`src/cpl_meter_defines.svh`:
```
// completion buffer sizes, request limits and field widths for the completion meter
// include in any file that needs them; the guard makes repeated includes harmless
`ifndef CPL_METER_DEFINES_SVH
`define CPL_METER_DEFINES_SVH

`define CPL_TAG_W            10
`define CPL_BYTE_CNT_W       12

// read completion boundary and buffer data entry size, in bytes
`define CPL_RCB              64
`define CPL_ENTRY_BYTES      16

// kept small so the whole budget is reachable with a handful of reads
`define CPL_MRRS             512
`define CPL_MPS              128

`define CPL_HIP_HDR_ENTRIES  24
`define CPL_HIP_DATA_ENTRIES 96

// worst case cost of one request, the extra entry covers a misaligned start
`define CPL_MAX_HDR_ENTRY    (`CPL_MRRS / `CPL_RCB + 1)
`define CPL_MAX_DATA_ENTRY   (`CPL_MRRS / `CPL_ENTRY_BYTES + 1)

// budgets are oversubscribed by one maximum request so the grant test needs upper bits only
`define CPL_HDR_BUDGET       (`CPL_HIP_HDR_ENTRIES + `CPL_MAX_HDR_ENTRY)
`define CPL_DATA_BUDGET      (`CPL_HIP_DATA_ENTRIES + `CPL_MAX_DATA_ENTRY)

`endif

```
`src/cpl_meter_pkg.sv`:
```
// shared vector types and the request kind encoding of the completion meter
// imported by every RTL module of the meter
`default_nettype none

`include "cpl_meter_defines.svh"

package cpl_meter_pkg;

    typedef logic [`CPL_TAG_W-1:0] tag_t;

    // a length of zero stands for 1024 dwords
    typedef logic [9:0] len_dw_t;
    typedef logic [$clog2(`CPL_RCB)-1:0] addr_lo_t;

    // per request cost, sized to hold the largest possible request
    typedef logic [$clog2(`CPL_MAX_HDR_ENTRY)-1:0] hdr_cnt_t;
    typedef logic [$clog2(`CPL_MAX_DATA_ENTRY)-1:0] data_cnt_t;

    typedef logic [$clog2(`CPL_HDR_BUDGET)-1:0] hdr_credit_t;
    typedef logic [$clog2(`CPL_DATA_BUDGET)-1:0] data_credit_t;

    // table word, header remainder in the upper bits and data remainder below
    typedef logic [$bits(hdr_cnt_t)+$bits(data_cnt_t)-1:0] alloc_word_t;

    typedef enum logic [1:0] {
        KIND_WRITE  = 2'd0,
        KIND_READ   = 2'd1,
        KIND_ATOMIC = 2'd2,
        KIND_OTHER  = 2'd3
    } req_kind_e;

endpackage

`default_nettype wire

```
`src/credit_arbiter.sv`:
```
// round-robin arbiter between the two request stages and the header and data credit counters
// a winner's cost is charged to the counters and recorded in the allocation table by tag
`timescale 1ns/1ps
`default_nettype none

`include "cpl_meter_defines.svh"

module credit_arbiter (
    input  wire logic                   clk,
    input  wire logic                   rst_n,
    input  wire logic                   meter_req0,
    input  wire logic                   meter_req1,
    input  cpl_meter_pkg::tag_t         meter_tag0,
    input  cpl_meter_pkg::tag_t         meter_tag1,
    input  cpl_meter_pkg::hdr_cnt_t     hdr_cost0,
    input  cpl_meter_pkg::hdr_cnt_t     hdr_cost1,
    input  cpl_meter_pkg::data_cnt_t    data_cost0,
    input  cpl_meter_pkg::data_cnt_t    data_cost1,
    input  cpl_meter_pkg::hdr_cnt_t     hdr_incr,
    input  cpl_meter_pkg::data_cnt_t    data_incr,
    input  wire logic                   wr_b_busy,
    output logic                        grant0,
    output logic                        grant1,
    output logic                        wr_a_en,
    output cpl_meter_pkg::tag_t         wr_a_tag,
    output cpl_meter_pkg::alloc_word_t  wr_a_word
);
    import cpl_meter_pkg::*;

    localparam int HDR_LO  = $bits(hdr_cnt_t);
    localparam int DATA_LO = $bits(data_cnt_t);

    logic         prev_winner;
    logic         arb0;
    logic         arb1;
    logic         credit_ok;
    hdr_credit_t  hdr_cnt;
    data_credit_t data_cnt;
    hdr_cnt_t     hdr_dec;
    data_cnt_t    data_dec;

    // prev_winner set means channel 1 won last, so channel 0 goes first on a tie
    assign arb0 = meter_req0 && (prev_winner || !meter_req1);
    assign arb1 = meter_req1 && (!prev_winner || !meter_req0);

    // the budgets carry one maximum request of headroom, so any count at or above
    // the maximum request size covers whatever the winner costs
    assign credit_ok = (|hdr_cnt[$bits(hdr_credit_t)-1:HDR_LO])
                     && (|data_cnt[$bits(data_credit_t)-1:DATA_LO]);

    // both table write ports land on one RAM port, completions win that cycle
    assign grant0 = arb0 && credit_ok && !wr_b_busy;
    assign grant1 = arb1 && credit_ok && !wr_b_busy;

    assign hdr_dec  = grant1 ? hdr_cost1 : (grant0 ? hdr_cost0 : '0);
    assign data_dec = grant1 ? data_cost1 : (grant0 ? data_cost0 : '0);

    assign wr_a_en   = grant0 || grant1;
    assign wr_a_tag  = grant1 ? meter_tag1 : meter_tag0;
    assign wr_a_word = {hdr_dec, data_dec};

    always_ff @(posedge clk) begin
        if (!rst_n) begin
            prev_winner <= 1'b0;
        end else if (grant1) begin
            prev_winner <= 1'b1;
        end else if (grant0) begin
            prev_winner <= 1'b0;
        end
    end

    // returned credit is added every cycle, whether or not a grant is charged
    always_ff @(posedge clk) begin
        if (!rst_n) begin
            hdr_cnt  <= hdr_credit_t'(`CPL_HDR_BUDGET);
            data_cnt <= data_credit_t'(`CPL_DATA_BUDGET);
        end else begin
            hdr_cnt  <= hdr_cnt + hdr_credit_t'(hdr_incr) - hdr_credit_t'(hdr_dec);
            data_cnt <= data_cnt + data_credit_t'(data_incr) - data_credit_t'(data_dec);
        end
    end

endmodule

`default_nettype wire

```
`config.mk`:
```
export PLATFORM = sky130hd
export DESIGN_NAME = credit_arbiter
export DESIGN_NICKNAME = d
export VERILOG_FILES = /design/src/cpl_meter_pkg.sv /design/src/credit_arbiter.sv
export VERILOG_INCLUDE_DIRS = /design/src /design/src/src
export SDC_FILE = /design/constraint.sdc
export NUM_CORES = 1
export LEC_CHECK = 0
export BUFFER_PORTS_ARGS = -buffer_cell sky130_fd_sc_hd__buf_2
export CORE_ASPECT_RATIO = 1.4
export CORE_MARGIN = 5
export CORE_UTILIZATION = 37
export DETAILED_ROUTE_END_ITERATION = 16
export GPL_ROUTABILITY_DRIVEN = 0
export GPL_TIMING_DRIVEN = 0
export PLACE_DENSITY = 0.74
export REMOVE_ABC_BUFFERS = 1
export SLEW_MARGIN = 10
export SYNTH_ARGS = -nofsm -noshare
export SYNTH_HDL_FRONTEND = slang
export SYNTH_SLANG_ARGS = --single-unit
```
`constraint.sdc`:
```
create_clock -name clk -period 4.5 [get_ports clk]
set_input_delay 0.9 -clock clk [delete_from_list [all_inputs] [get_ports clk]]
set_output_delay 0.9 -clock clk [all_outputs]
set_load 0.05 [all_outputs]
```
======== After elaboration in Yosys (flattened, before gate mapping) ========
Index checks and enable logic that the tools add are counted.
word-level totals
  register bits ........................... 15
  input port bits ......................... 55
  output and inout port bits .............. 23
  logic and storage cells ................. 31
operators by class
  $add $sub $neg .......................... 4
  muxes and demuxes ....................... 7
  reductions and logical operators ........ 17
operator list
  cell                                         number
  6-bit two-way mux                            2
  10-bit two-way mux                           1
  8-bit by 6-bit adder with 8-bit output       1
  4-bit two-way mux                            2
  8-bit by 6-bit subtractor with 8-bit output  1
  1-bit logical AND                            7
  6-bit by 4-bit adder with 6-bit output       1
  6-bit by 4-bit subtractor with 6-bit output  1
  1-bit zero test                              4
  2-bit OR reduction                           2
  1-bit logical OR                             3
  1-bit two-way mux                            2
  2-bit nonzero test                           1

======== Longest topological paths before layout ========
  word-level depth ........................ 8
  gate-level depth with buffers ........... 15
  gate-level depth less buffers ........... 14

======== Worst setup path after synthesis ========
Ideal clock, no wire load.
  kind .................................... in2reg
  start point ............................. input wr_b_busy
  end point ............................... register data_cnt[7]
  data arrival time ....................... 3865 ps
  data required time ...................... 4377 ps
  path slack .............................. 512 ps
  stages .................................. 12
  cell sequence ........................... nor3_1 > nand3_1 > inv_1 > buf_2 > a22o_1 > fa_1 > inv_1 > ha_1 > a21o_1 > a21o_1 > a211oi_2 > mux2_1
between the ends
  longest elaborated chain between the ends .. 5
  elaborated cells between the ends (all ways) .. 6
RTL lines
  what                                         line                  text
  from (decl)                                  credit_arbiter.sv:21  input wire logic wr_b_busy,
  1-bit zero test                              credit_arbiter.sv:52  assign grant0 = arb0 && credit_ok && !wr_b_busy;
  1-bit logical AND                            credit_arbiter.sv:52
  net grant0                                   credit_arbiter.sv:22  output logic grant0,
  6-bit two-way mux (2 in a row)               credit_arbiter.sv:56  assign data_dec = grant1 ? data_cost1 : (grant0 ? data_cost0 : '0);
  net wr_a_word[4]                             credit_arbiter.sv:26  output cpl_meter_pkg::alloc_word_t wr_a_word
  8-bit by 6-bit subtractor with 8-bit output  credit_arbiter.sv:79  data_cnt <= data_cnt + data_credit_t'(data_incr) - data_credit_t'(data_dec);
  to (signal assigned)                         credit_arbiter.sv:76  data_cnt <= data_credit_t'(`CPL_DATA_BUDGET);
  to (signal assigned)                         credit_arbiter.sv:79
  to (decl)                                    credit_arbiter.sv:38  data_credit_t data_cnt;
The timed path passes the listed nets, and every way through them passes these cells.
A chain may end at the register's enable or synchronous reset.

======== Worst setup path in the final report ========
  start point ............................. input wr_b_busy
  end point ............................... register data_cnt[7]
between the ends
  longest elaborated chain between the ends .. 5
  elaborated cells between the ends (all ways) .. 6
RTL lines
  what                                             line
  1-bit zero test (*)                              credit_arbiter.sv:52, credit_arbiter.sv:53
  1-bit logical AND                                credit_arbiter.sv:52
  6-bit two-way mux                                credit_arbiter.sv:56
  6-bit two-way mux (*)                            credit_arbiter.sv:56
  8-bit by 6-bit subtractor with 8-bit output (*)  credit_arbiter.sv:79
Mark *: on every way between the ends. The rest lies on a longest branch, timed or not.

==> results.tsv <==
stage	metric	value	unit
outcome	status	finished, final reports clean	
hold_path	hold path start	prev_winner	
cells_and_area	area of the multi-input gates	991.0	um2
timing	Setup Viol. Count Final	0	
yosys	dominant cell type by area after synthesis	dfxtp_1	
timing	final slew viol count	0	
critical_path	critical path class	in -> reg	
critical_path	Bufs and invs on worst path	2	
grt	initial antenna violation count	0	
timing	RSZ-0062 raised after global routing	false	
yosys	Post-synth EDFFs	0	
yosys	Yosys reg bits	15	
pwr	Flop pwr share	17.0	%
critical_path	crit path DAT	4.08	ns
drt	Iteration-0 DRC Markers	16	
pwr	VDD IR max	0.3742	mV
clocking	clk root buf	clkbuf_8	
yosys	synth unique cells	33	
drt	final WL	3495	um
hold_path	Hold Path Sink	prev_winner	
timing	worst-case clock skew	0.006936	ns
drt	DRT Pass-1 Iters	3	
timing	worst slew pin tran	0.9539	ns
grt	first-pass GRT wire length	6106	um
timing	Peak Freq	252.9	MHz
critical_path	CP dominant cell by count	a21o_1	
cells_and_area	fin nets	334	
hold_path	Hold Crit Class	reg -> reg	
critical_path	worst reg2reg endpoint	data_cnt[7]	
drt	WL/cell	11.85	um
yosys	syn avg cell area	8.524	um2
timing	Tcrit/Tclk final	87.88	%
timing	Final Critical Period	3.954	ns
critical_path	critical path capture point type	flop	
die	die height	85.34	um
yosys	async set-reset flop share out of synthesis	0	%
timing	Setup TNS Final	0	ns
grt	Total Routing Usage GR	13.11	%
place	HPWL after DPL	2942	um
die	io pins	78	
pwr	Pwr Density	602.6	nW/um2
pwr	Power Total	1177	uW
clocking	# clock sinks	15	
timing	final hold vios	0	
pwr	Int Power	603.0	uW
critical_path	CP cell instances	buf_2, nor3_1, and3_1, a22o_1, fa_1, inv_1, ha_1, a21o_1, a21o_1, a211oi_2, mux2_1	
die	DIE AREA	5446	um2
grt	largest net degree at the start of global routing	24	
critical_path	CP max-delay cell	and3_1	
critical_path	crit path from	wr_b_busy	
yosys	sequential share of the synthesized area	20.02	%
cells_and_area	share of cells above drive strength 1	36.90	%
drt	Final ANT Viol Nets	0	
pwr	Clock power frac	9.3	%
cells_and_area	Syn-to-layout area delta	30.19	%
yosys	ys flop type	dfxtp_1	
critical_path	flop-to-flop setup slack	0.70	ns
critical_path	Max FO, Critical Path	23	
clocking	CTS tree	built	
pwr	switching share of power	48.77	%
clocking	clk slew on worst S/H paths	0.06	ns
clocking	# Post-CTS Setup Buffers	0	
clocking	CTS resizes	0	
drt	DRC viols	0	
grt	total grt overflow	0	
die	core box area	3919	um2
clocking	CTS H-tree depth	1	
critical_path	R2R cell count	12	
clocking	cts bufs inserted	3	
critical_path	Critical Path RT	4.63	ns
yosys	Cells after Synth	176	
place	number of I/O port buffers	77	
grt	vias in the first global route	1521	
clocking	Longest Clk Path Bufs	2	
die	Starting Density	38.28	%
drt	post-DR vias/cell	4.790	
yosys	warnings from Yosys	0	
die	# rows	27	
pwr	P_sw	574.1	uW
critical_path	startpoint types	input pin	
yosys	Synth top area share	20.02	%
flow_run	# Max-Cap Violations	0	
pwr	Lkg Pwr	0.001115	uW
cells_and_area	antenna cell count	0	
die	Die X	63.82	um
timing	Slew Limit Headroom	36.41	%
pwr	Comb power frac	73.8	%
drt	DR vias	1413	
clocking	Hold Buf Count CTS	0	
critical_path	R2R Path Start	hdr_cnt[4]	
timing	Hold Worst Slack	0.5316	ns
hold_path	Worst Hold Depth	2	
critical_path	delay-heaviest family, CP	simple AND/OR/NAND/NOR gates	
yosys	top post-synthesis cells by area	dfxtp_1 (20%), fa_1 (13%), ha_1 (13%)	
cells_and_area	register area	300.3	um2
clocking	Clk Latency, worst-skew pair	0.24	ns
critical_path	Worst path max stage delay	0.83	ns
yosys	Mapped Area	1500	um2
cells_and_area	Filler Cell Count	409	
==> cells by family (layout without fill, tap and decap cells) <==
logic type	Yosys count	after routing	synth area share [%]
AO/OA/AOI/OAI	33	33	16.26
XOR/XNOR	4	4	2.336
adder cells (fa/ha/maj)	26	26	26.69
buffers and inverters	52	128	13.93
flip-flops	15	15	20.02
multiplexers	11	11	8.257
AND/OR/NAND/NOR	35	35	12.51
==> worst min-delay path, cell delays in order (launching register included) <==
cell and delay [ns]:
dfxtp_1 0.35, a21oi_1 0.07, nor2_1 0.08
==> state kept, by name (all words and copies together), names as in the netlist <==
signal	flops
hdr_cnt	6
data_cnt	8
prev_winner	1
==> area by class of cell <==
cell class,instances,area share [%]
timing repair buffer,77,19.73
clock inverter,1,0.2562
clock buffer,3,2.114
inverter,47,9.033
tap,43,2.755
multi-input combinational,109,50.74
sequential,15,15.37
==> how the worst max path moves through the flow <==
stage                        endpoint  slack, ns  cells past startpoint
after floorplan           data_cnt[7]       0.05                     10
after global placement    data_cnt[7]       0.28                     11
after detailed placement  data_cnt[7]       0.30                     11
after CTS                 data_cnt[7]       0.49                     11
after global routing      data_cnt[7]       0.29                     11
final                     data_cnt[7]       0.55                     11
==> per-layer routing <==
layer	part of all wire, %	global-route usage, %	vias up
met5	0	0	-
met4	0.52	2.268	0
met3	4.0	2.119	2
met2	60	26.53	24
met1	35	13.71	658
li1	-	-	729
==> placed cells by master (no fill, tap or decap), types with 2 or more instances in the layout <==
cell type,n
nor4_1,3
nand3_1,3
nand2_1,6
o21ai_0,4
a21o_1,6
nor2_1,6
ha_1,16
mux2_2,10
clkbuf_8,3
a22o_1,10
and2_1,3
nand4_1,2
xor2_1,3
a211oi_1,2
a21oi_1,6
nor3_1,3
fa_1,10
dfxtp_1,15
a211oi_2,2
inv_1,47
nand2b_1,5
buf_2,77
==> metrics by stage <==
step,instance area [um2],setup WS [ns],utilization [%],std cells
after detailed placement,1907,0.2953,48.66,291
final,1953,0.5455,49.84,295
after global routing,1953,0.2910,49.84,295
after floorplan,1468,0.05398,-,171
after global placement,1907,0.2849,48.66,291
after CTS,1953,0.4879,49.84,295
==> cell usage after synthesis (all sizes together), types with 2 or more instances <==
master / n
inv: 47
ha: 16
dfxtp: 15
mux2: 11
a22o: 10
fa: 10
a21o: 6
a21oi: 6
nand2: 6
nor2: 6
nand2b: 5
a211oi: 4
buf: 4
o21ai: 4
and2: 3
nand3: 3
nor3: 3
nor4: 3
xor2: 3
nand4: 2
==> power groups by stage <==
stage	Sequential, uW	Combinational [uW]	Clock, uW
after floorplan	200	704	0
final	200	868	109
after global placement	202	849	0
after detailed placement	204	874	0
after global routing	205	989	123
after CTS	201	883	112
Note: power is estimated with default switching activity, not from simulation.
