[config.mk]
export PLATFORM = sky130hd
export DESIGN_NAME = cpl_return
export DESIGN_NICKNAME = d
export VERILOG_FILES = /design/src/cpl_meter_pkg.sv /design/src/cpl_return.sv
export VERILOG_INCLUDE_DIRS = /design/src /design/src/src
export SDC_FILE = /design/constraint.sdc
export NUM_CORES = 1
export LEC_CHECK = 0
export ABC_AREA = 0
export BUFFER_PORTS_ARGS = -buffer_cell sky130_fd_sc_hd__buf_2
export CORE_ASPECT_RATIO = 1.4
export CORE_MARGIN = 3
export CORE_UTILIZATION = 50
export CTS_CLUSTER_SIZE = 20
export DETAILED_ROUTE_END_ITERATION = 10
export PLACE_DENSITY = 0.81
export SKIP_CTS_REPAIR_TIMING = 1
export SYNTH_ARGS = -nofsm -noshare
export SYNTH_HDL_FRONTEND = slang
export SYNTH_SLANG_ARGS = --single-unit
[constraint.sdc]
create_clock -name clk -period 3.8 [get_ports clk]
set_input_delay 0.38 -clock clk [delete_from_list [all_inputs] [get_ports clk]]
set_output_delay 0.38 -clock clk [all_outputs]
set_load 0.01 [all_outputs]
[src/cpl_meter_defines.svh]
// completion buffer sizes, request limits and field widths for the completion meter
// include in any file that needs them; the guard makes repeated includes harmless
`ifndef CPL_METER_DEFINES_SVH
`define CPL_METER_DEFINES_SVH

`define CPL_TAG_W            10
`define CPL_BYTE_CNT_W       12

// read completion boundary and buffer data entry size, in bytes
`define CPL_RCB              64
`define CPL_ENTRY_BYTES      16

// kept small so the whole budget is reachable with a handful of reads
`define CPL_MRRS             512
`define CPL_MPS              128

`define CPL_HIP_HDR_ENTRIES  24
`define CPL_HIP_DATA_ENTRIES 96

// worst case cost of one request, the extra entry covers a misaligned start
`define CPL_MAX_HDR_ENTRY    (`CPL_MRRS / `CPL_RCB + 1)
`define CPL_MAX_DATA_ENTRY   (`CPL_MRRS / `CPL_ENTRY_BYTES + 1)

// budgets are oversubscribed by one maximum request so the grant test needs upper bits only
`define CPL_HDR_BUDGET       (`CPL_HIP_HDR_ENTRIES + `CPL_MAX_HDR_ENTRY)
`define CPL_DATA_BUDGET      (`CPL_HIP_DATA_ENTRIES + `CPL_MAX_DATA_ENTRY)

`endif

[src/cpl_meter_pkg.sv]
// shared vector types and the request kind encoding of the completion meter
// imported by every RTL module of the meter
`default_nettype none

`include "cpl_meter_defines.svh"

package cpl_meter_pkg;

    typedef logic [`CPL_TAG_W-1:0] tag_t;

    // a length of zero stands for 1024 dwords
    typedef logic [9:0] len_dw_t;
    typedef logic [$clog2(`CPL_RCB)-1:0] addr_lo_t;

    // per request cost, sized to hold the largest possible request
    typedef logic [$clog2(`CPL_MAX_HDR_ENTRY)-1:0] hdr_cnt_t;
    typedef logic [$clog2(`CPL_MAX_DATA_ENTRY)-1:0] data_cnt_t;

    typedef logic [$clog2(`CPL_HDR_BUDGET)-1:0] hdr_credit_t;
    typedef logic [$clog2(`CPL_DATA_BUDGET)-1:0] data_credit_t;

    // table word, header remainder in the upper bits and data remainder below
    typedef logic [$bits(hdr_cnt_t)+$bits(data_cnt_t)-1:0] alloc_word_t;

    typedef enum logic [1:0] {
        KIND_WRITE  = 2'd0,
        KIND_READ   = 2'd1,
        KIND_ATOMIC = 2'd2,
        KIND_OTHER  = 2'd3
    } req_kind_e;

endpackage

`default_nettype wire

[src/cpl_return.sv]
// completion and timeout decode that gives buffer credit back to the arbiter
// partial completions update the tag's remainder, a final one or a timeout frees all of it
`timescale 1ns/1ps
`default_nettype none

`include "cpl_meter_defines.svh"

module cpl_return (
    input  wire logic                       clk,
    input  wire logic                       rst_n,
    input  wire logic                       cpl_valid,
    input  cpl_meter_pkg::tag_t             cpl_tag,
    input  cpl_meter_pkg::len_dw_t          cpl_len_dw,
    input  wire logic [`CPL_BYTE_CNT_W-1:0] cpl_byte_cnt,
    input  wire logic [1:0]                 cpl_lower_addr,
    input  wire logic [2:0]                 cpl_status,
    input  wire logic                       cplto_valid,
    input  cpl_meter_pkg::tag_t             cplto_tag,
    output logic                            rd_a_en,
    output cpl_meter_pkg::tag_t             rd_a_tag,
    output logic                            rd_b_en,
    output cpl_meter_pkg::tag_t             rd_b_tag,
    input  cpl_meter_pkg::alloc_word_t      rd_a_word,
    input  cpl_meter_pkg::alloc_word_t      rd_b_word,
    output logic                            wr_b_en,
    output cpl_meter_pkg::tag_t             wr_b_tag,
    output cpl_meter_pkg::alloc_word_t      wr_b_word,
    output logic                            wr_b_busy,
    output cpl_meter_pkg::hdr_cnt_t         hdr_incr,
    output cpl_meter_pkg::data_cnt_t        data_incr
);
    import cpl_meter_pkg::*;

    localparam int LEN_W  = $clog2(`CPL_MPS) - 1;
    localparam int ENT_SH = $clog2(`CPL_ENTRY_BYTES);
    localparam int DW     = $bits(data_cnt_t);
    localparam int HW     = $bits(hdr_cnt_t);

    logic [$clog2(`CPL_MPS):0]  act_bytes;
    logic [`CPL_BYTE_CNT_W:0]   byte_cnt_full;
    logic [10:0]                len_full;
    logic                       is_last;
    data_cnt_t                  ret_entries;
    logic                       last1, v2, last2, to2;
    data_cnt_t                  ret1, ret2;
    tag_t                       tag2;
    logic                       prev_valid;
    tag_t                       prev_tag;
    alloc_word_t                prev_word;
    alloc_word_t                src_word;
    hdr_cnt_t                   cpl_hdr_inc, to_hdr_inc;
    data_cnt_t                  cpl_data_inc, to_data_inc;

    // zero encodes the largest value in both the length and the byte count
    assign len_full      = {cpl_len_dw == '0, cpl_len_dw};
    assign byte_cnt_full = {cpl_byte_cnt == '0, cpl_byte_cnt};
    assign is_last       = (byte_cnt_full <= {len_full, 2'b00}) || (cpl_status != 3'b000);

    // bytes carried, a partial first dword still takes a whole data entry
    assign act_bytes   = {cpl_len_dw[LEN_W-1:0], 2'b00} - cpl_lower_addr;
    assign ret_entries = DW'(act_bytes[$clog2(`CPL_MPS):ENT_SH]) + DW'(|act_bytes[ENT_SH-1:0]);

    always_ff @(posedge clk) begin
        if (!rst_n) begin
            rd_a_en <= 1'b0;
            rd_b_en <= 1'b0;
            v2      <= 1'b0;
            to2     <= 1'b0;
        end else begin
            rd_a_en <= cplto_valid;
            rd_b_en <= cpl_valid;
            v2      <= rd_b_en;
            to2     <= rd_a_en;
        end
    end

    always_ff @(posedge clk) begin
        rd_a_tag <= cplto_tag;
        rd_b_tag <= cpl_tag;
        last1    <= is_last;
        ret1     <= ret_entries;
        tag2     <= rd_b_tag;
        last2    <= last1;
        ret2     <= ret1;
    end

    // the table lags one write behind a back-to-back completion on the same tag
    assign src_word  = (prev_valid && prev_tag == tag2) ? prev_word : rd_b_word;
    assign wr_b_en   = v2 && !last2;
    assign wr_b_busy = wr_b_en;
    assign wr_b_tag  = tag2;
    assign wr_b_word = {src_word[DW +: HW] - HW'(1), src_word[DW-1:0] - ret2};

    always_ff @(posedge clk) begin
        prev_tag  <= tag2;
        prev_word <= wr_b_word;
        if (!rst_n) begin
            prev_valid <= 1'b0;
        end else begin
            prev_valid <= wr_b_en;
        end
    end

    always_ff @(posedge clk) begin
        if (!rst_n) begin
            cpl_hdr_inc  <= '0;
            cpl_data_inc <= '0;
            to_hdr_inc   <= '0;
            to_data_inc  <= '0;
            hdr_incr     <= '0;
            data_incr    <= '0;
        end else begin
            cpl_hdr_inc  <= !v2 ? '0 : (last2 ? src_word[DW +: HW] : HW'(1));
            cpl_data_inc <= !v2 ? '0 : (last2 ? src_word[DW-1:0] : ret2);
            to_hdr_inc   <= to2 ? rd_a_word[DW +: HW] : '0;
            to_data_inc  <= to2 ? rd_a_word[DW-1:0] : '0;
            hdr_incr     <= cpl_hdr_inc + to_hdr_inc;
            data_incr    <= cpl_data_inc + to_data_inc;
        end
    end

endmodule

`default_nettype wire

; ---- Word-level counts from Yosys, hierarchy flattened
; Index checks and enable logic that the tools add are counted.
[word_totals]
input_bits = 71
latch_bits = 0
regBits = 97
ramBits = 0
wordCells = 43
mem_bits_ro = 0
output_inout_bits = 54
mem_count = 0
[classes]
eq_ne = 1
n_mux = 3
n_lt_le_gt_ge = 1
div = 0
n_addsub = 6
multipliers = 0
reduce_logical = 11
n_shift = 0
n_bitwise = 0
[op_table]
columns = op, n
row1 = less-or-equal comparator 13 bit, 1
row2 = logical NOT 12 bit, 1
row3 = == test 10 bit, 1
row4 = logical NOT 10 bit, 1
row5 = two-way mux 10 bit, 1
row6 = subtractor 8 x 2 -> 8 bit, 1
row7 = adder 6 bit, 1
row8 = two-way mux 6 bit, 1
row9 = subtractor 6 x 5 -> 6 bit, 1
row10 = adder 4 x 1 -> 5 bit, 1
row11 = adder 4 bit, 1
row12 = AND reduction 2 bit, 2
row13 = OR reduction 4 bit, 1
row14 = subtractor 4 x 1 -> 4 bit (second input constant), 1
row15 = AND reduction 3 bit, 1
row16 = nonzero test 3 bit, 1
row17 = logical AND 1 bit, 2
row18 = logical NOT 1 bit, 1
row19 = logical OR 1 bit, 1
row20 = two-way mux 1 bit, 1

; ---- Depth between registers and ports, before layout
[depth]
ltp_word = 4
depth_mapped = 11
depth_no_buf = 10

; ---- Least setup slack after synthesis
; No wires, ideal clock.
[synth_timing]
kind = register to output
startpoint = register tag2[9], in the netlist wr_b_tag[9]
endpoint = output wr_b_word[4]
path_buffers = 1
t_arrival_ns = 2.472
stages_incl_launch_ff = 12
required_time_ns = 3.420
slack_ns = 0.948
cell_sequence = dfxtp_1 -> xnor2_1 -> nand4_1 -> nor3_2 -> buf_6 -> mux2i_1 -> ha_1 -> inv_1 -> fa_1 -> a21o_1 -> a21oi_1 -> xnor2_1
[synth_between]
elab_chain_cells = 4
[synth_lines]
columns = item, line_no
row1 = "start, declared", cpl_return.sv:46  ; tag_t tag2;
row2 = "start signal, assigned", cpl_return.sv:82  ; tag2 <= rd_b_tag;
row3 = == test 10 bit, cpl_return.sv:88  ; assign src_word = (prev_valid && prev_tag == tag2) ? prev_word : rd_b_word;
row4 = logical AND 1 bit, cpl_return.sv:88
row5 = two-way mux 10 bit, cpl_return.sv:88
row6 = subtractor 6 x 5 -> 6 bit, cpl_return.sv:92  ; assign wr_b_word = {src_word[DW +: HW] - HW'(1), src_word[DW-1:0] - ret2};
row7 = "end, declared", cpl_return.sv:27  ; output cpl_meter_pkg::alloc_word_t wr_b_word,
; Every way passes these cells.

; ---- Worst setup path in the final report
[layout_timing]
startpoint = register tag2[9], in the netlist wr_b_tag[9]
endpoint = output wr_b_word[5]
; Same word-level chain as after synthesis.

==> results.py <==
metrics = {
    "outcome": {
        "status": "finished, final reports clean",
    },
    "floorplanning": {
        "die_h_um": 104,
        "coreArea_um2": 6660,
        "initial_core_util_pct": 52.0,
        "io_pins": 125,
        "dieWidth_um": 76.3,
        "std_cell_rows": 35,
        "dieArea_um2": 7970,
    },
    "yosys": {
        "yosysSeqAreaShare_pct": 56.1,
        "synthTopCellsByCount": "dfxtp_1 (97), ha_1 (27), inv_1 (27)",
        "synthAdderAreaFrac_pct": 11.5,
        "synth_xor_area_share_pct": 6.84,
        "ys_types": 36,
        "avgSynthCellArea_um2": 11.3,
        "synth_top_family_by_area": "adder cells",
        "synth-compound-area-share_pct": 7.23,
        "synth_flop_cell": "dfxtp_1",
        "postSynthCellCount": 305,
        "ys_ff_latch": 97,
        "ys_top_cells_by_area": "dfxtp_1 (56%), ha_1 (9.8%), xnor2_1 (5.8%)",
        "synth_mux_area_share_pct": 3.04,
        "synth_largest_area_cell": "dfxtp_1",
        "synth_top_area_share_pct": 56.1,
        "ys_warn_count": 0,
        "synth_edf_count": 0,
        "syn-cell-area_um2": 3460,
        "async_flop_share_pct": 0,
        "syn_nets": 406,
        "yosys.area_share.simple_pct": 11.5,
        "yosysMostFrequentCell": "dfxtp_1",
    },
    "detailed_routing": {
        "viasPerCell": 4.80,
        "totalWireLength_um": 6990,
        "drt_iter0_drc": 100,
        "via_count": 2556,
        "wire_per_inst_um": 13.1,
        "drtAntennaViolNets": 0,
        "drc": 0,
        "firstDrtPassIters": 4,
    },
    "global_route": {
        "grt_pass1_wl_um": 11200,
        "grt_max_degree": 29,
        "grt_pass1_vias": 2577,
        "grt_antenna_before_repair": 0,
        "overflow": 0,
        "grt_use_total_pct": 17.8,
    },
    "sta": {
        "finalSetupViolCount": 0,
        "fmax_ghz": 0.290,
        "period_needed_ps": 3450,
        "worstMarginPinSlew_ps": 377,
        "final_max_slew_viol_count": 0,
        "slew_headroom_pct": 74.2,
        "rsz0062_at_grt": "no",
        "hold_viol": 0,
        "tns_ps": 0,
        "period_share_pct": 90.7,
        "skew_ps": 10.8,
    },
    "power": {
        "p_leak_nw": 2.14,
        "peakVddDrop_uv": 183,
        "powerDensity_nw_per_um2": 456,
    },
    "clocking": {
        "clk_latency_ps": 350,
        "cts_tree": "done",
        "ctsLongestPathBuffers": 2,
        "numClockSinks": 97,
        "cts_root_buf": "clkbuf_8",
        "numCtsBuffers": 9,
        "htreeDepth": 3,
        "cts.clk_slew.worst_paths_ps": 90,
    },
    "layout": {
        "area_delta_synth_final_pct": 26.2,
        "nets": 537,
        "drive_gt1_share_pct": 33.3,
        "fin_cells": 533,
        "antenna_cells": 0,
    },
    "critical_path": {
        "critPathMaxFanout": 4,
        "cp-start-kind": "flip-flop",
        "cpPeakStageDelay_ps": 430,
        "crit_chain": "xnor2_1, nand4_1, nor3_2, mux2_2, ha_1, nor2b_1, nor3_1, o21bai_1, a21oi_1, xnor2_1, buf_2",
        "crit_top_cell": "xnor2_1",
        "cp.arrival_ps": 3070,
        "path_class": "flip-flop to primary output",
        "required_ps": 3420,
        "endpoint_kind": "primary output",
        "r2r_setup_slack_ps": 1180,
        "cp_slowest_cell": "mux2_2",
    },
    "place": {
        "dp.cells": 517,
        "port_buffers": 124,
        "gp_congestion": 0.860,
        "hpwl_um": 5680,
    },
    "worst_hold_path": {
        "hold_class": "input port to flip-flop",
    },
    "run": {
        "drv_cap": 0,
    },
}
[worst paths after layout]
check,from,depth (start not counted),end
worst max-delay path,wr_b_tag[9]$_DFF_P_,11,wr_b_word[5]
worst min-delay path,cpl_tag[3],1,rd_b_tag[3]$_DFF_P_
worst max register to register,wr_b_tag[9]$_DFF_P_,10,prev_word[5]$_DFF_P_
worst min register to register,last1$_DFF_P_,0,last2$_DFF_P_
[report_power, final]
| part | leakage [nW] | switching, mW | internal [mW] |
|---|---|---|---|
| combinational | 1.23 | 0.131 | 0.117 |
| clock | 0.0994 | 0.333 | 0.304 |
| sequential | 0.806 | 0.0245 | 1.08 |
| total | 2.14 | 0.488 | 1.50 |
[cell usage in the layout (no fill, tap or decap), drive strengths merged]
cell,n
a21o,5
and4,1
a2bb2oi,1
nor2,12
mux2i,6
a31oi,2
o21a,5
xor2,4
inv,28
mux2,4
xnor2,23
nand3,5
o311ai,1
a21oi,13
nand2,4
o21ai,3
bufinv,1
nor4,5
a211oi,1
o21bai,3
a21boi,1
fa,3
o211ai,1
or3,1
clkinv,4
clkinvlp,1
and3,10
clkbuf,9
o31ai,2
ha,27
and2,11
nand2b,1
nand4,7
buf,125
nor2b,7
dfxtp,97
nor3,7
[cells by family after synthesis]
group | count (synthesis)
multiplexers | 10
flip-flops | 97
buffers and inverters | 32
AO/OA/AOI/OAI | 38
XOR/XNOR | 27
AND/OR/NAND/NOR | 71
adder cells (fa/ha/maj) | 30
[per-layer routing]
| layer | GRT usage [%] | vias to the layer above | part of all wire [%] |
|---|---|---|---|
| li1 | - | 1292 | - |
| met1 | 18.0 | 1165 | 37 |
| met2 | 32.6 | 84 | 55 |
| met3 | 4.07 | 15 | 5.2 |
| met4 | 10.9 | 0 | 3.2 |
| met5 | 0 | - | 0 |
[per-stage QoR]
step / util, % / area [um^2] / hold WS [ps] / worst slack (ps) / total power, mW
2_1_floorplan: - / 3460 / 310 / 948 / 1.26
4_1_cts: 65.6 / 4370 / 94.9 / 276 / 2.02
3_5_place_dp: 62.7 / 4170 / 313 / 667 / 1.38
5_1_grt: 65.6 / 4370 / 90.7 / 39.9 / 2.10
3_3_place_gp: 62.7 / 4170 / 311 / 811 / 1.37
6_report: 65.6 / 4370 / 119 / 355 / 1.99
[flip-flops by register name, summed over array words and instances, names as in the netlist, 4 cells and up]
register and count:
cpl_data_inc 6, cpl_hdr_inc 4, data_incr 6, hdr_incr 4
prev_tag 10, prev_word 10, rd_a_tag 10, rd_b_tag 10
ret1 5, ret2 5, to_data_inc 6, to_hdr_inc 4
wr_b_tag 10
[layout make-up]
type	count	area, um^2
clock buffers	9	124
repair buffers	125	628
fillers	567	2290
inverters	27	101
clock inverters	7	70.1
multi-input cells	176	1390
flip-flops and latches	97	1940
well taps	92	115
[worst max-delay path, delay by kind of cell, from the launching register on]
kind | cells | cell delay [ps]
AND/OR/NAND/NOR | 4 | 880
multiplexers | 1 | 430
adder cells (fa/ha/maj) | 1 | 280
flip-flops | 1 | 330
AO/OA/AOI/OAI | 2 | 320
buffers and inverters | 1 | 170
XOR/XNOR | 2 | 320
Power figures use the tool's default switching activity.
