**src/cpl_meter_defines.svh**
```systemverilog
// completion buffer sizes, request limits and field widths for the completion meter
// include in any file that needs them; the guard makes repeated includes harmless
`ifndef CPL_METER_DEFINES_SVH
`define CPL_METER_DEFINES_SVH

`define CPL_TAG_W            10
`define CPL_BYTE_CNT_W       12

// read completion boundary and buffer data entry size, in bytes
`define CPL_RCB              64
`define CPL_ENTRY_BYTES      16

// kept small so the whole budget is reachable with a handful of reads
`define CPL_MRRS             512
`define CPL_MPS              128

`define CPL_HIP_HDR_ENTRIES  24
`define CPL_HIP_DATA_ENTRIES 96

// worst case cost of one request, the extra entry covers a misaligned start
`define CPL_MAX_HDR_ENTRY    (`CPL_MRRS / `CPL_RCB + 1)
`define CPL_MAX_DATA_ENTRY   (`CPL_MRRS / `CPL_ENTRY_BYTES + 1)

// budgets are oversubscribed by one maximum request so the grant test needs upper bits only
`define CPL_HDR_BUDGET       (`CPL_HIP_HDR_ENTRIES + `CPL_MAX_HDR_ENTRY)
`define CPL_DATA_BUDGET      (`CPL_HIP_DATA_ENTRIES + `CPL_MAX_DATA_ENTRY)

`endif

```
**src/cpl_meter_pkg.sv**
```systemverilog
// shared vector types and the request kind encoding of the completion meter
// imported by every RTL module of the meter
`default_nettype none

`include "cpl_meter_defines.svh"

package cpl_meter_pkg;

    typedef logic [`CPL_TAG_W-1:0] tag_t;

    // a length of zero stands for 1024 dwords
    typedef logic [9:0] len_dw_t;
    typedef logic [$clog2(`CPL_RCB)-1:0] addr_lo_t;

    // per request cost, sized to hold the largest possible request
    typedef logic [$clog2(`CPL_MAX_HDR_ENTRY)-1:0] hdr_cnt_t;
    typedef logic [$clog2(`CPL_MAX_DATA_ENTRY)-1:0] data_cnt_t;

    typedef logic [$clog2(`CPL_HDR_BUDGET)-1:0] hdr_credit_t;
    typedef logic [$clog2(`CPL_DATA_BUDGET)-1:0] data_credit_t;

    // table word, header remainder in the upper bits and data remainder below
    typedef logic [$bits(hdr_cnt_t)+$bits(data_cnt_t)-1:0] alloc_word_t;

    typedef enum logic [1:0] {
        KIND_WRITE  = 2'd0,
        KIND_READ   = 2'd1,
        KIND_ATOMIC = 2'd2,
        KIND_OTHER  = 2'd3
    } req_kind_e;

endpackage

`default_nettype wire

```
**src/req_stage.sv**
```systemverilog
// one registered request channel that prices reads and holds them until credit is granted
// non-metered kinds pass straight through with one cycle of latency
`timescale 1ns/1ps
`default_nettype none

`include "cpl_meter_defines.svh"

module req_stage #(
    parameter bit METER_ATOMIC = 1'b0
) (
    input  wire logic                   clk,
    input  wire logic                   rst_n,
    input  wire logic                   in_valid,
    input  cpl_meter_pkg::req_kind_e    in_kind,
    input  cpl_meter_pkg::tag_t         in_tag,
    input  cpl_meter_pkg::len_dw_t      in_len_dw,
    input  cpl_meter_pkg::addr_lo_t     in_addr_lo,
    output logic                        in_ready,
    output logic                        out_valid,
    output cpl_meter_pkg::req_kind_e    out_kind,
    output cpl_meter_pkg::tag_t         out_tag,
    output cpl_meter_pkg::len_dw_t      out_len_dw,
    output cpl_meter_pkg::addr_lo_t     out_addr_lo,
    input  wire logic                   out_ready,
    output logic                        meter_req,
    output cpl_meter_pkg::tag_t         meter_tag,
    output cpl_meter_pkg::hdr_cnt_t     hdr_cost,
    output cpl_meter_pkg::data_cnt_t    data_cost,
    input  wire logic                   grant
);
    import cpl_meter_pkg::*;

    // dword shifts that turn a length into RCB units and into entry units
    localparam int RCB_SH = $clog2(`CPL_RCB) - 2;
    localparam int ENT_SH = $clog2(`CPL_ENTRY_BYTES) - 2;

    logic      vld_q;
    logic      is_metered;
    logic      misaligned;
    hdr_cnt_t  hdr_cost_in;
    data_cnt_t data_cost_in;

    assign is_metered = (in_kind == KIND_READ) || (METER_ATOMIC && in_kind == KIND_ATOMIC);

    // a start that is not on the completion boundary splits off one extra completion
    assign misaligned   = |in_addr_lo[$bits(addr_lo_t)-1:2];
    assign hdr_cost_in  = hdr_cnt_t'(in_len_dw[9:RCB_SH]) + hdr_cnt_t'(|in_len_dw[RCB_SH-1:0])
                        + hdr_cnt_t'(misaligned);
    assign data_cost_in = data_cnt_t'(in_len_dw[9:ENT_SH]) + data_cnt_t'(|in_len_dw[ENT_SH-1:0])
                        + data_cnt_t'(misaligned);

    always_ff @(posedge clk) begin
        if (!rst_n) begin
            vld_q     <= 1'b0;
            meter_req <= 1'b0;
        end else begin
            // credit is held from the grant on, even while the output is stalled
            if (grant) begin
                meter_req <= 1'b0;
            end
            if (in_ready) begin
                vld_q     <= in_valid;
                meter_req <= in_valid && is_metered;
            end
        end
    end

    always_ff @(posedge clk) begin
        if (in_ready) begin
            out_kind    <= in_kind;
            out_tag     <= in_tag;
            out_len_dw  <= in_len_dw;
            out_addr_lo <= in_addr_lo;
            hdr_cost    <= hdr_cost_in;
            data_cost   <= data_cost_in;
        end
    end

    assign meter_tag = out_tag;
    assign in_ready  = out_ready && (!meter_req || grant);
    assign out_valid = vld_q && (!meter_req || grant);

endmodule

`default_nettype wire

```
**config.mk**
```make
export PLATFORM = sky130hd
export DESIGN_NAME = req_stage
export DESIGN_NICKNAME = d
export VERILOG_FILES = /design/src/cpl_meter_pkg.sv /design/src/req_stage.sv
export VERILOG_INCLUDE_DIRS = /design/src /design/src/src
export SDC_FILE = /design/constraint.sdc
export NUM_CORES = 1
export LEC_CHECK = 0
export BUFFER_PORTS_ARGS = -buffer_cell sky130_fd_sc_hd__buf_2
export CORE_MARGIN = 1.5
export CORE_UTILIZATION = 39
export DETAILED_ROUTE_END_ITERATION = 16
export GPL_TIMING_DRIVEN = 0
export PLACE_DENSITY = 0.75
export SKIP_CTS_REPAIR_TIMING = 1
export SYNTH_ARGS = -nofsm -noshare
export SYNTH_HDL_FRONTEND = slang
export SYNTH_SLANG_ARGS = --single-unit
```
**constraint.sdc**
```tcl
create_clock -name clk -period 1.6 [get_ports clk]
set_input_delay 0.16 -clock clk [delete_from_list [all_inputs] [get_ports clk]]
set_output_delay 0.16 -clock clk [all_outputs]
set_load 0.1 [all_outputs]
```
# Yosys cells after proc, flatten, opt, wreduce, memory -nomap -nowiden
# Index checks and enable logic that the tools add are counted.
[classes] addsub=4 multipliers=0 n_div=0 order_cmp=0 eq_ne=1 n_shift=0 mux=2 n_bitwise=0 n_reduce_logical=9
[ops] operator="$add A6 B1 Y6" count=2
[ops] operator="$add A4 B1 Y4" count=2
[ops] operator="$reduce_or A4 Y1" count=2
[ops] operator="$logic_and A1 B1 Y1" count=3
[ops] operator="$eq A2 B1 Y1 const B" count=1
[ops] operator="$mux W1" count=2
[ops] operator="$reduce_bool A2 Y1" count=1
[ops] operator="$reduce_or A2 Y1" count=1
[ops] operator="$logic_not A1 Y1" count=1
[ops] operator="$logic_or A1 B1 Y1" count=1
[word_totals] ff_bits=40 latchBits=0 ramBits=0 rom_bits=0 in_bits=33 out_inout_bits=51 n_memories=0

# Longest topological paths before layout
# Gate-level depths: netlist (run 1).
[depth] depth_word=4 mapped_depth=6 depth_no_buf=6

# Worst setup path after synthesis (run 1)
# No wires, ideal clock.
[synth_path] path_type="register to register" from="register meter_req" to="register data_cost[0], enable pin" arrival_time_ns=1.791 required_ns=1.204 setup_slack_ns=-0.587 path_stages_with_launch=3 synth_period_minus_slack_ns=2.187 cell_sequence="dfxtp_1 nand2b_4 and2_2"
[synth_between] elab_chain_cells=3
[synth_rtl] element="from (decl)" line_no="req_stage.sv:25" rtl="output logic meter_req,"
[synth_rtl] element="from (signal assigned)" line_no="req_stage.sv:63" rtl="meter_req <= in_valid && is_metered;"
[synth_rtl] element="$logic_not A1 Y1" line_no="req_stage.sv:80" rtl="assign in_ready = out_ready && (!meter_req || grant);"
[synth_rtl] element="$logic_or A1 B1 Y1" line_no="req_stage.sv:80"
[synth_rtl] element="$logic_and A1 B1 Y1" line_no="req_stage.sv:80"
[synth_rtl] element="named net in_ready" line_no="req_stage.sv:18" rtl="output logic in_ready,"
[synth_rtl] element="to (signal assigned)" line_no="req_stage.sv:75" rtl="data_cost <= data_cost_in;"
[synth_rtl] element="to (decl)" line_no="req_stage.sv:28" rtl="output cpl_meter_pkg::data_cnt_t data_cost,"
# The timed path passes the listed nets, and every way through them passes these cells.
# A chain may end at the register's enable or synchronous reset.

# Final worst setup path (run 1)
[layout_path] from="register meter_req" to="output port in_ready"
[layout_between] elab_chain_cells=3
[layout_rtl] element="$logic_not A1 Y1" line_no="req_stage.sv:80"
[layout_rtl] element="$logic_or A1 B1 Y1" line_no="req_stage.sv:80"
[layout_rtl] element="$logic_and A1 B1 Y1" line_no="req_stage.sv:80"
[layout_rtl] element="to (decl)" line_no="req_stage.sv:18"
# Every way passes these cells.

==> results of run 1 <==
==> flip-flops by register name (all words and copies together), names as in the netlist <==
| signal | flops |
|---|---|
| out_addr_lo | 6 |
| meter_tag | 10 |
| data_cost | 6 |
| vld_q | 1 |
| out_len_dw | 10 |
| hdr_cost | 4 |
| meter_req | 1 |
| out_kind | 2 |
==> layout make-up <==
cell class                      instances  area [um^2]
Inverter                                6         22.5
Clock buffer                            6         72.6
Fill cell                             303         1570
Tap cell                               48         60.1
Clock inverter                          2         35.0
Buffer                                 10         75.1
Timing Repair Buffer                   83          418
Multi-Input combinational cell         27          250
Sequential cell                        40         1180
==> routing by layer <==
metal	track usage (%)	vias to the layer above	part of all wire, %
met5	0	-	0
met4	7.03	0	1.8
met3	3.60	5	8.7
met2	23.3	55	51
met1	12.9	447	38
li1	-	471	-
==> power breakdown <==
| group | internal (mW) | switching (mW) |
|---|---|---|
| Clock | 0.462 | 0.322 |
| Combinational | 0.121 | 0.656 |
| Sequential | 1.22 | 0.0176 |
| Total | 1.81 | 0.996 |
==> worst paths after layout <==
| check | slack, ns | end | cells past startpoint |
|---|---|---|---|
| worst min register to register | 0.54 | meter_req | 2 |
| worst min-delay path | 0.05 | meter_tag[3] | 1 |
| worst max register to register | 0.37 | out_addr_lo[5] | 2 |
| worst max-delay path | 0.07 | in_ready | 3 |
==> synth_stat cells <==
master	n	area share, %
nand2b_4	1	0.91
o21a_1	1	0.50
nand3_1	1	0.33
nand4_1	1	0.41
nor4_1	2	0.83
nand2_1	1	0.25
inv_1	6	1.5
nor2b_2	1	0.58
buf_4	10	5.0
and3_4	1	0.74
xor2_1	3	1.7
a21boi_0	2	0.99
and2_2	2	0.99
dfxtp_1	2	2.6
and3_1	1	0.41
nor2_1	1	0.25
ha_1	2	1.7
xnor2_1	3	1.7
nand4b_1	1	0.58
fa_1	2	2.6
edfxtp_1	38	75
==> metrics by stage <==
stage / power [mW] / hold WS, ns / instances / utilization, % / setup WS (ns)
floorplan: 1.91 / 0.259 / 82 / - / 0.00790
global placement: 2.03 / 0.337 / 213 / 54.2 / -0.133
detailed placement: 2.04 / 0.339 / 213 / 54.2 / -0.124
CTS: 2.83 / 0.0401 / 221 / 57.1 / -0.271
global route: 2.90 / 0.0349 / 222 / 57.4 / 0.00211
finish: 2.80 / 0.0483 / 222 / 57.4 / 0.0711
==> cell families (layout without fill, tap and decap cells) <==
logic type / count (synthesis) / count (layout) / share of synthesized area, %
flops: 40 / 40 / 78.0
fa+ha+maj: 4 / 4 / 4.30
buf+inv: 16 / 107 / 6.45
compound gates: 3 / 3 / 1.49
xor+xnor: 6 / 6 / 3.47
simple gates: 13 / 14 / 6.28
==> summary.md, run 1 <==
| Metric | Value |
|---|---|
| Core ar. | `3690 um^2` |
| Clock Latency Late Sink | `0.28 ns` |
| TNS Setup | `0 ns` |
| Largest net degree at the start of global routing | `40` |
| Layout cells sized above 1 | `62.1%` |
| Seq/Total Area, Yosys | `78.0%` |
| CP Capture Type | `output port` |
| Power density cells | `1320 nW/um^2` |
| CP required | `1.44 ns` |
| Commonest cells after routing, fill and taps aside | `buf_2 (82), edfxtp_1 (38), buf_4 (11), inv_1 (6), clkbuf_8 (5)` |
| Critical path startpoint | `meter_req` |
| Clock buffer count from CTS | `5` |
| Mapped Nets | `119` |
| IO Count | `84` |
| CTS sink cnt | `40` |
| Lkg Pwr | `0.944 nW` |
| DRC viols | `0` |
| Final nets | `210` |
| Die area | `4260 um^2` |
| Max Fclk | `0.654 GHz` |
| Max clock buf depth | `2` |
| Most common cell after layout, fill and taps aside | `buf_2` |
| Crit-path max FO | `20` |
| Syn Inst Count | `82` |
| Max Cap Viol | `0` |
| Clock-pin slew on the worst setup and hold paths | `0.07 ns` |
| Die span in x | `65.3 um` |
| CP max stage cell | `dfxtp_2` |
| Worst rel slew slack | `67.2%` |
| H-tree levels | `2` |
| Post-synth cell types | `21` |
| Status | `complete, no violations` |
| Worst Skew | `0.00354 ns` |
| Critical R2R Launch | `meter_req` |
| Crit share post-route | `95.6%` |
| Routed length per instance | `12.3 um` |
| Pins Over Slew Limit | `0` |
| GR Util All Layers | `12.7%` |
| CTS Root Cell | `clkbuf_8` |
| Hold/Removal Path Class | `input port to flop` |
| Post-Syn Area | `1510 um^2` |
| DP Wirelength | `2.06 mm` |
| Worst Max-Slew Pin Slew | `0.496 ns` |
| Initial Util | `41.0%` |
| Via count | `978` |
| Total of flip-flops plus latches after synthesis | `40` |
| Final instance area | `2120 um^2` |
| Number of global-route vias before repair | `903` |
| RSZ-0062 raised after global routing | `false` |
| First-pass GRT wire length | `3.95 mm` |
| CTS tree | `done` |
| Avg Cell Area, Syn | `18.5 um^2` |
| Crit path DAT | `1.37 ns` |
| Port Buffers | `83` |
| GRT Residual Overflow | `0` |
| Chip Height | `65.3 um` |
| DR iter-0 viols | `23` |
| Placer congestion estimate | `0.747` |
| Final Critical Period | `1.53 ns` |
| Via density | `4.41` |
| Final setup violation count | `0` |
| Startpoint Class | `flop` |
| Syn-to-layout area delta | `39.8%` |
| Hold Path Origin | `in_tag[3]` |
| Detail Route Antenna Nets | `0` |
| Slowest cell delay on critical path | `0.34 ns` |
| Delay-heaviest family, CP | `simple AND/OR/NAND/NOR gates` |
| WS Path Type | `flop to output port` |
| Placed Area | `2000 um^2` |
| Ys Warns | `0` |
| CP cell instances | `nand2b_4 -> and2_4 -> buf_4` |
| Initial antenna violation count | `0` |
| Hold Fails Final Rpt | `0` |
| Worst-case vdd ir drop | `0.497 mV` |
| Worst path buffer plus inverter count | `1` |
| Pre-antenna DRT Iters | `3` |
| Row cnt | `22` |
| Diode count | `0` |
| Drt total wl | `2.73 mm` |
(Power assumes the default switching activity.)
==> run 2: changes to the inputs <==
ABC_AREA = 1   (was default)
PLACE_DENSITY = 0.74   (was 0.75)
REMOVE_ABC_BUFFERS = 1   (was default)
==> summary.md, run 2 <==
| Metric | Value |
|---|---|
| Die span in x | `65.5 um (+0.28%)` |
| Placer congestion estimate | `0.764 (+2.3%)` |
| Register area | `1180 um^2 (-0.11%)` |
| Initial Util | `41.0% (-0.068 points)` |
| Worst Skew | `0.00704 ns (+0.00350 ns)` |
| Crit-path max FO | `39 (+95%)` |
| Asr flop ratio synth | `0% (unchanged)` |
| DP Wirelength | `2.13 mm (+3.7%)` |
| CP cell instances | `nand2_1 -> nand2_1 -> inv_8 -> buf_6` |
| Fill cells | `321 (+5.9%)` |
| Initial antenna violation count | `0 (unchanged)` |
| Core ar. | `3720 um^2 (+0.75%)` |
| Row cnt | `22 (unchanged)` |
| Largest net degree at the start of global routing | `40 (unchanged)` |
| CTS tree | `done` |
| Commonest cells after routing, fill and taps aside | `buf_2 (82), edfxtp_1 (38), inv_1 (13), nand2_1 (9), clkbuf_8 (6)` |
| Count leader, synth | `edfxtp_1` |
| GRT Residual Overflow | `0 (unchanged)` |
| CTS Root Cell | `clkbuf_8` |
| IO Count | `84 (unchanged)` |
| CP max stage cell | `dfxtp_1` |
| Slowest cell delay on critical path | `0.34 ns (about the same)` |
| Worst rel slew slack | `67.6% (+0.43 points)` |
| Synth top area share | `74.9% (-0.43 points)` |
| Post-Syn Area | `1520 um^2 (+0.58%)` |
| Diode count | `0 (unchanged)` |
| Startpoint Class | `flop` |
| Total of flip-flops plus latches after synthesis | `40 (unchanged)` |
| Chip Height | `65.5 um (+0.28%)` |
| Status | `complete, no violations` |
| Final hold slack | `0.0478 ns (-0.000478 ns)` |
| Synth area leader | `edfxtp_1` |
| Utilization after layout | `54.7% (-2.6 points)` |
| Seq/Total Area, Yosys | `77.6% (-0.45 points)` |
| Lkg Pwr | `0.926 nW (-1.9%)` |
| Max Fclk | `0.637 GHz (-2.6%)` |
| Max clock buf depth | `2 (unchanged)` |
| Syn Inst Count | `95 (+16%)` |
| Area of the multi-input gates | `220 um^2 (-12%)` |
| Drt total wl | `2.78 mm (+1.8%)` |
| GR Util All Layers | `14.5% (+1.8 points)` |
| Syn-to-layout area delta | `33.5%` |
| Final Critical Period | `1.57 ns (+0.0415 ns)` |
| Pre-antenna DRT Iters | `4 (+1)` |
| Worst Max-Slew Pin Slew | `0.489 ns (-0.00645 ns)` |
| Max Cap Viol | `0 (unchanged)` |
| Synth area leaders | `edfxtp_1 (75%), buf_4 (4.9%), inv_1 (3.5%)` |
| DR iter-0 viols | `71 (+210%)` |
| CP Capture Type | `output port` |
| Clock-pin slew on the worst setup and hold paths | `0.07 ns (about the same)` |
| Final setup violation count | `0 (unchanged)` |
| Ys Warns | `0 (unchanged)` |
| Via count | `983 (+0.51%)` |
| DRC viols | `0 (unchanged)` |
| Clock buffer count from CTS | `5 (unchanged)` |
| Layout cells sized above 1 | `52.3% (-9.8 points)` |
| Port Buffers | `83 (unchanged)` |
| Worst path most repeated cell | `nand2_1` |
| Number of global-route vias before repair | `956 (+5.9%)` |
| WS Path Type | `flop to output port` |
| Post-synth cell types | `16 (-24%)` |
| Pins Over Slew Limit | `0 (unchanged)` |
| Routed length per instance | `12.4 um (+0.85%)` |
| Hold Fails Final Rpt | `0 (unchanged)` |
| H-tree levels | `2 (unchanged)` |
| Main flop type after synthesis | `edfxtp_1` |
| Power density cells | `1310 nW/um^2 (-1.0%)` |
| Via density | `4.39 (-0.39%)` |
| Detail Route Antenna Nets | `0 (unchanged)` |
| Crit path DAT | `1.41 ns (+0.04 ns)` |
| First-pass GRT wire length | `4.44 mm (+12%)` |
| Most common cell after layout, fill and taps aside | `buf_2` |
| Clock Latency Late Sink | `0.28 ns (about the same)` |
| Crit share post-route | `98.1% (+2.6 points)` |
| Die area | `4290 um^2 (+0.55%)` |
| Total chip power | `2.67 mW (-4.9%)` |
| EDFF count, synth | `38 (unchanged)` |
| CP required | `1.44 ns (about the same)` |
| Synth cell count leaders | `edfxtp_1 (38), inv_1 (14), buf_4 (10)` |
| RSZ-0062 raised after global routing | `true` |
| Avg Cell Area, Syn | `16.0 um^2 (-13%)` |
| Worst-case vdd ir drop | `0.429 mV (-14%)` |
| Final nets | `212 (+0.95%)` |
| Hold/Removal Path Class | `input port to flop` |
| CTS sink cnt | `40 (unchanged)` |
run 2: cell count changes in the layout (fill, tap and decap cells not counted), sizes merged, moves of 3 or more:
cell / change
and2: -3
nor2: +4
nand2: +8
inv: +8
buf: -10
run 2: path summary, 6_finish.rpt:
check	start	end	slack, ns	depth (start not counted)
worst max-delay path	meter_req	in_ready	0.03	4
worst min-delay path	in_tag[6]	meter_tag[6]	0.05	1
worst min register to register	vld_q	vld_q	0.51	2
worst max register to register	meter_req	meter_tag[8]	0.42	3
run 2: metal layers:
layer  track usage, %  up-vias  part of all wire (%)
li1                 -      473                     -
met1             15.2      455                    37
met2             25.5       53                    53
met3             5.48        2                   8.6
met4             7.03        0                   1.2
met5                0        -                     0
run 2: area by class of cell:
class                   count  area share, %
repair buffers             83           20.7
inverters                  14           2.95
well taps                  48           2.95
multi-input cells          31           10.8
flip-flops and latches     40           58.1
clock buffers               8           4.43
run 2: worst max-delay path: cells and delay by family, from the launching register on:
family,cells,cell delay (ns)
flops,1,0.34
buf+inv,2,0.52
simple gates,2,0.25
run 2: per-stage QoR:
step	setup TNS (ns)	worst slack (ns)	cell area [um^2]	instances
after detailed placement	-15.78	-0.708	1920	216
after floorplan	-43.65	-1.07	1450	85
after CTS	-15.11	-1.04	2010	224
final	0	0.0296	2030	224
after global placement	-9.96	-0.571	1920	216
after global routing	-0.0812	-0.0812	2030	224
run 2: logic make-up (layout without fill, tap and decap cells):
group | after synthesis | after routing | share of synthesized area [%]
flip-flops | 40 | 40 | 77.6
buffers and inverters | 24 | 105 | 8.38
AND/OR/NAND/NOR | 20 | 20 | 5.92
XOR/XNOR | 5 | 5 | 2.88
adder cells (fa/ha/maj) | 4 | 4 | 4.27
AO/OA/AOI/OAI | 2 | 2 | 0.986
run 2: report_power, final:
part	leakage, nW	internal [mW]	switching, mW
Clock	0.0455	0.351	0.303
Combinational	0.493	0.102	0.668
Sequential	0.388	1.22	0.0186
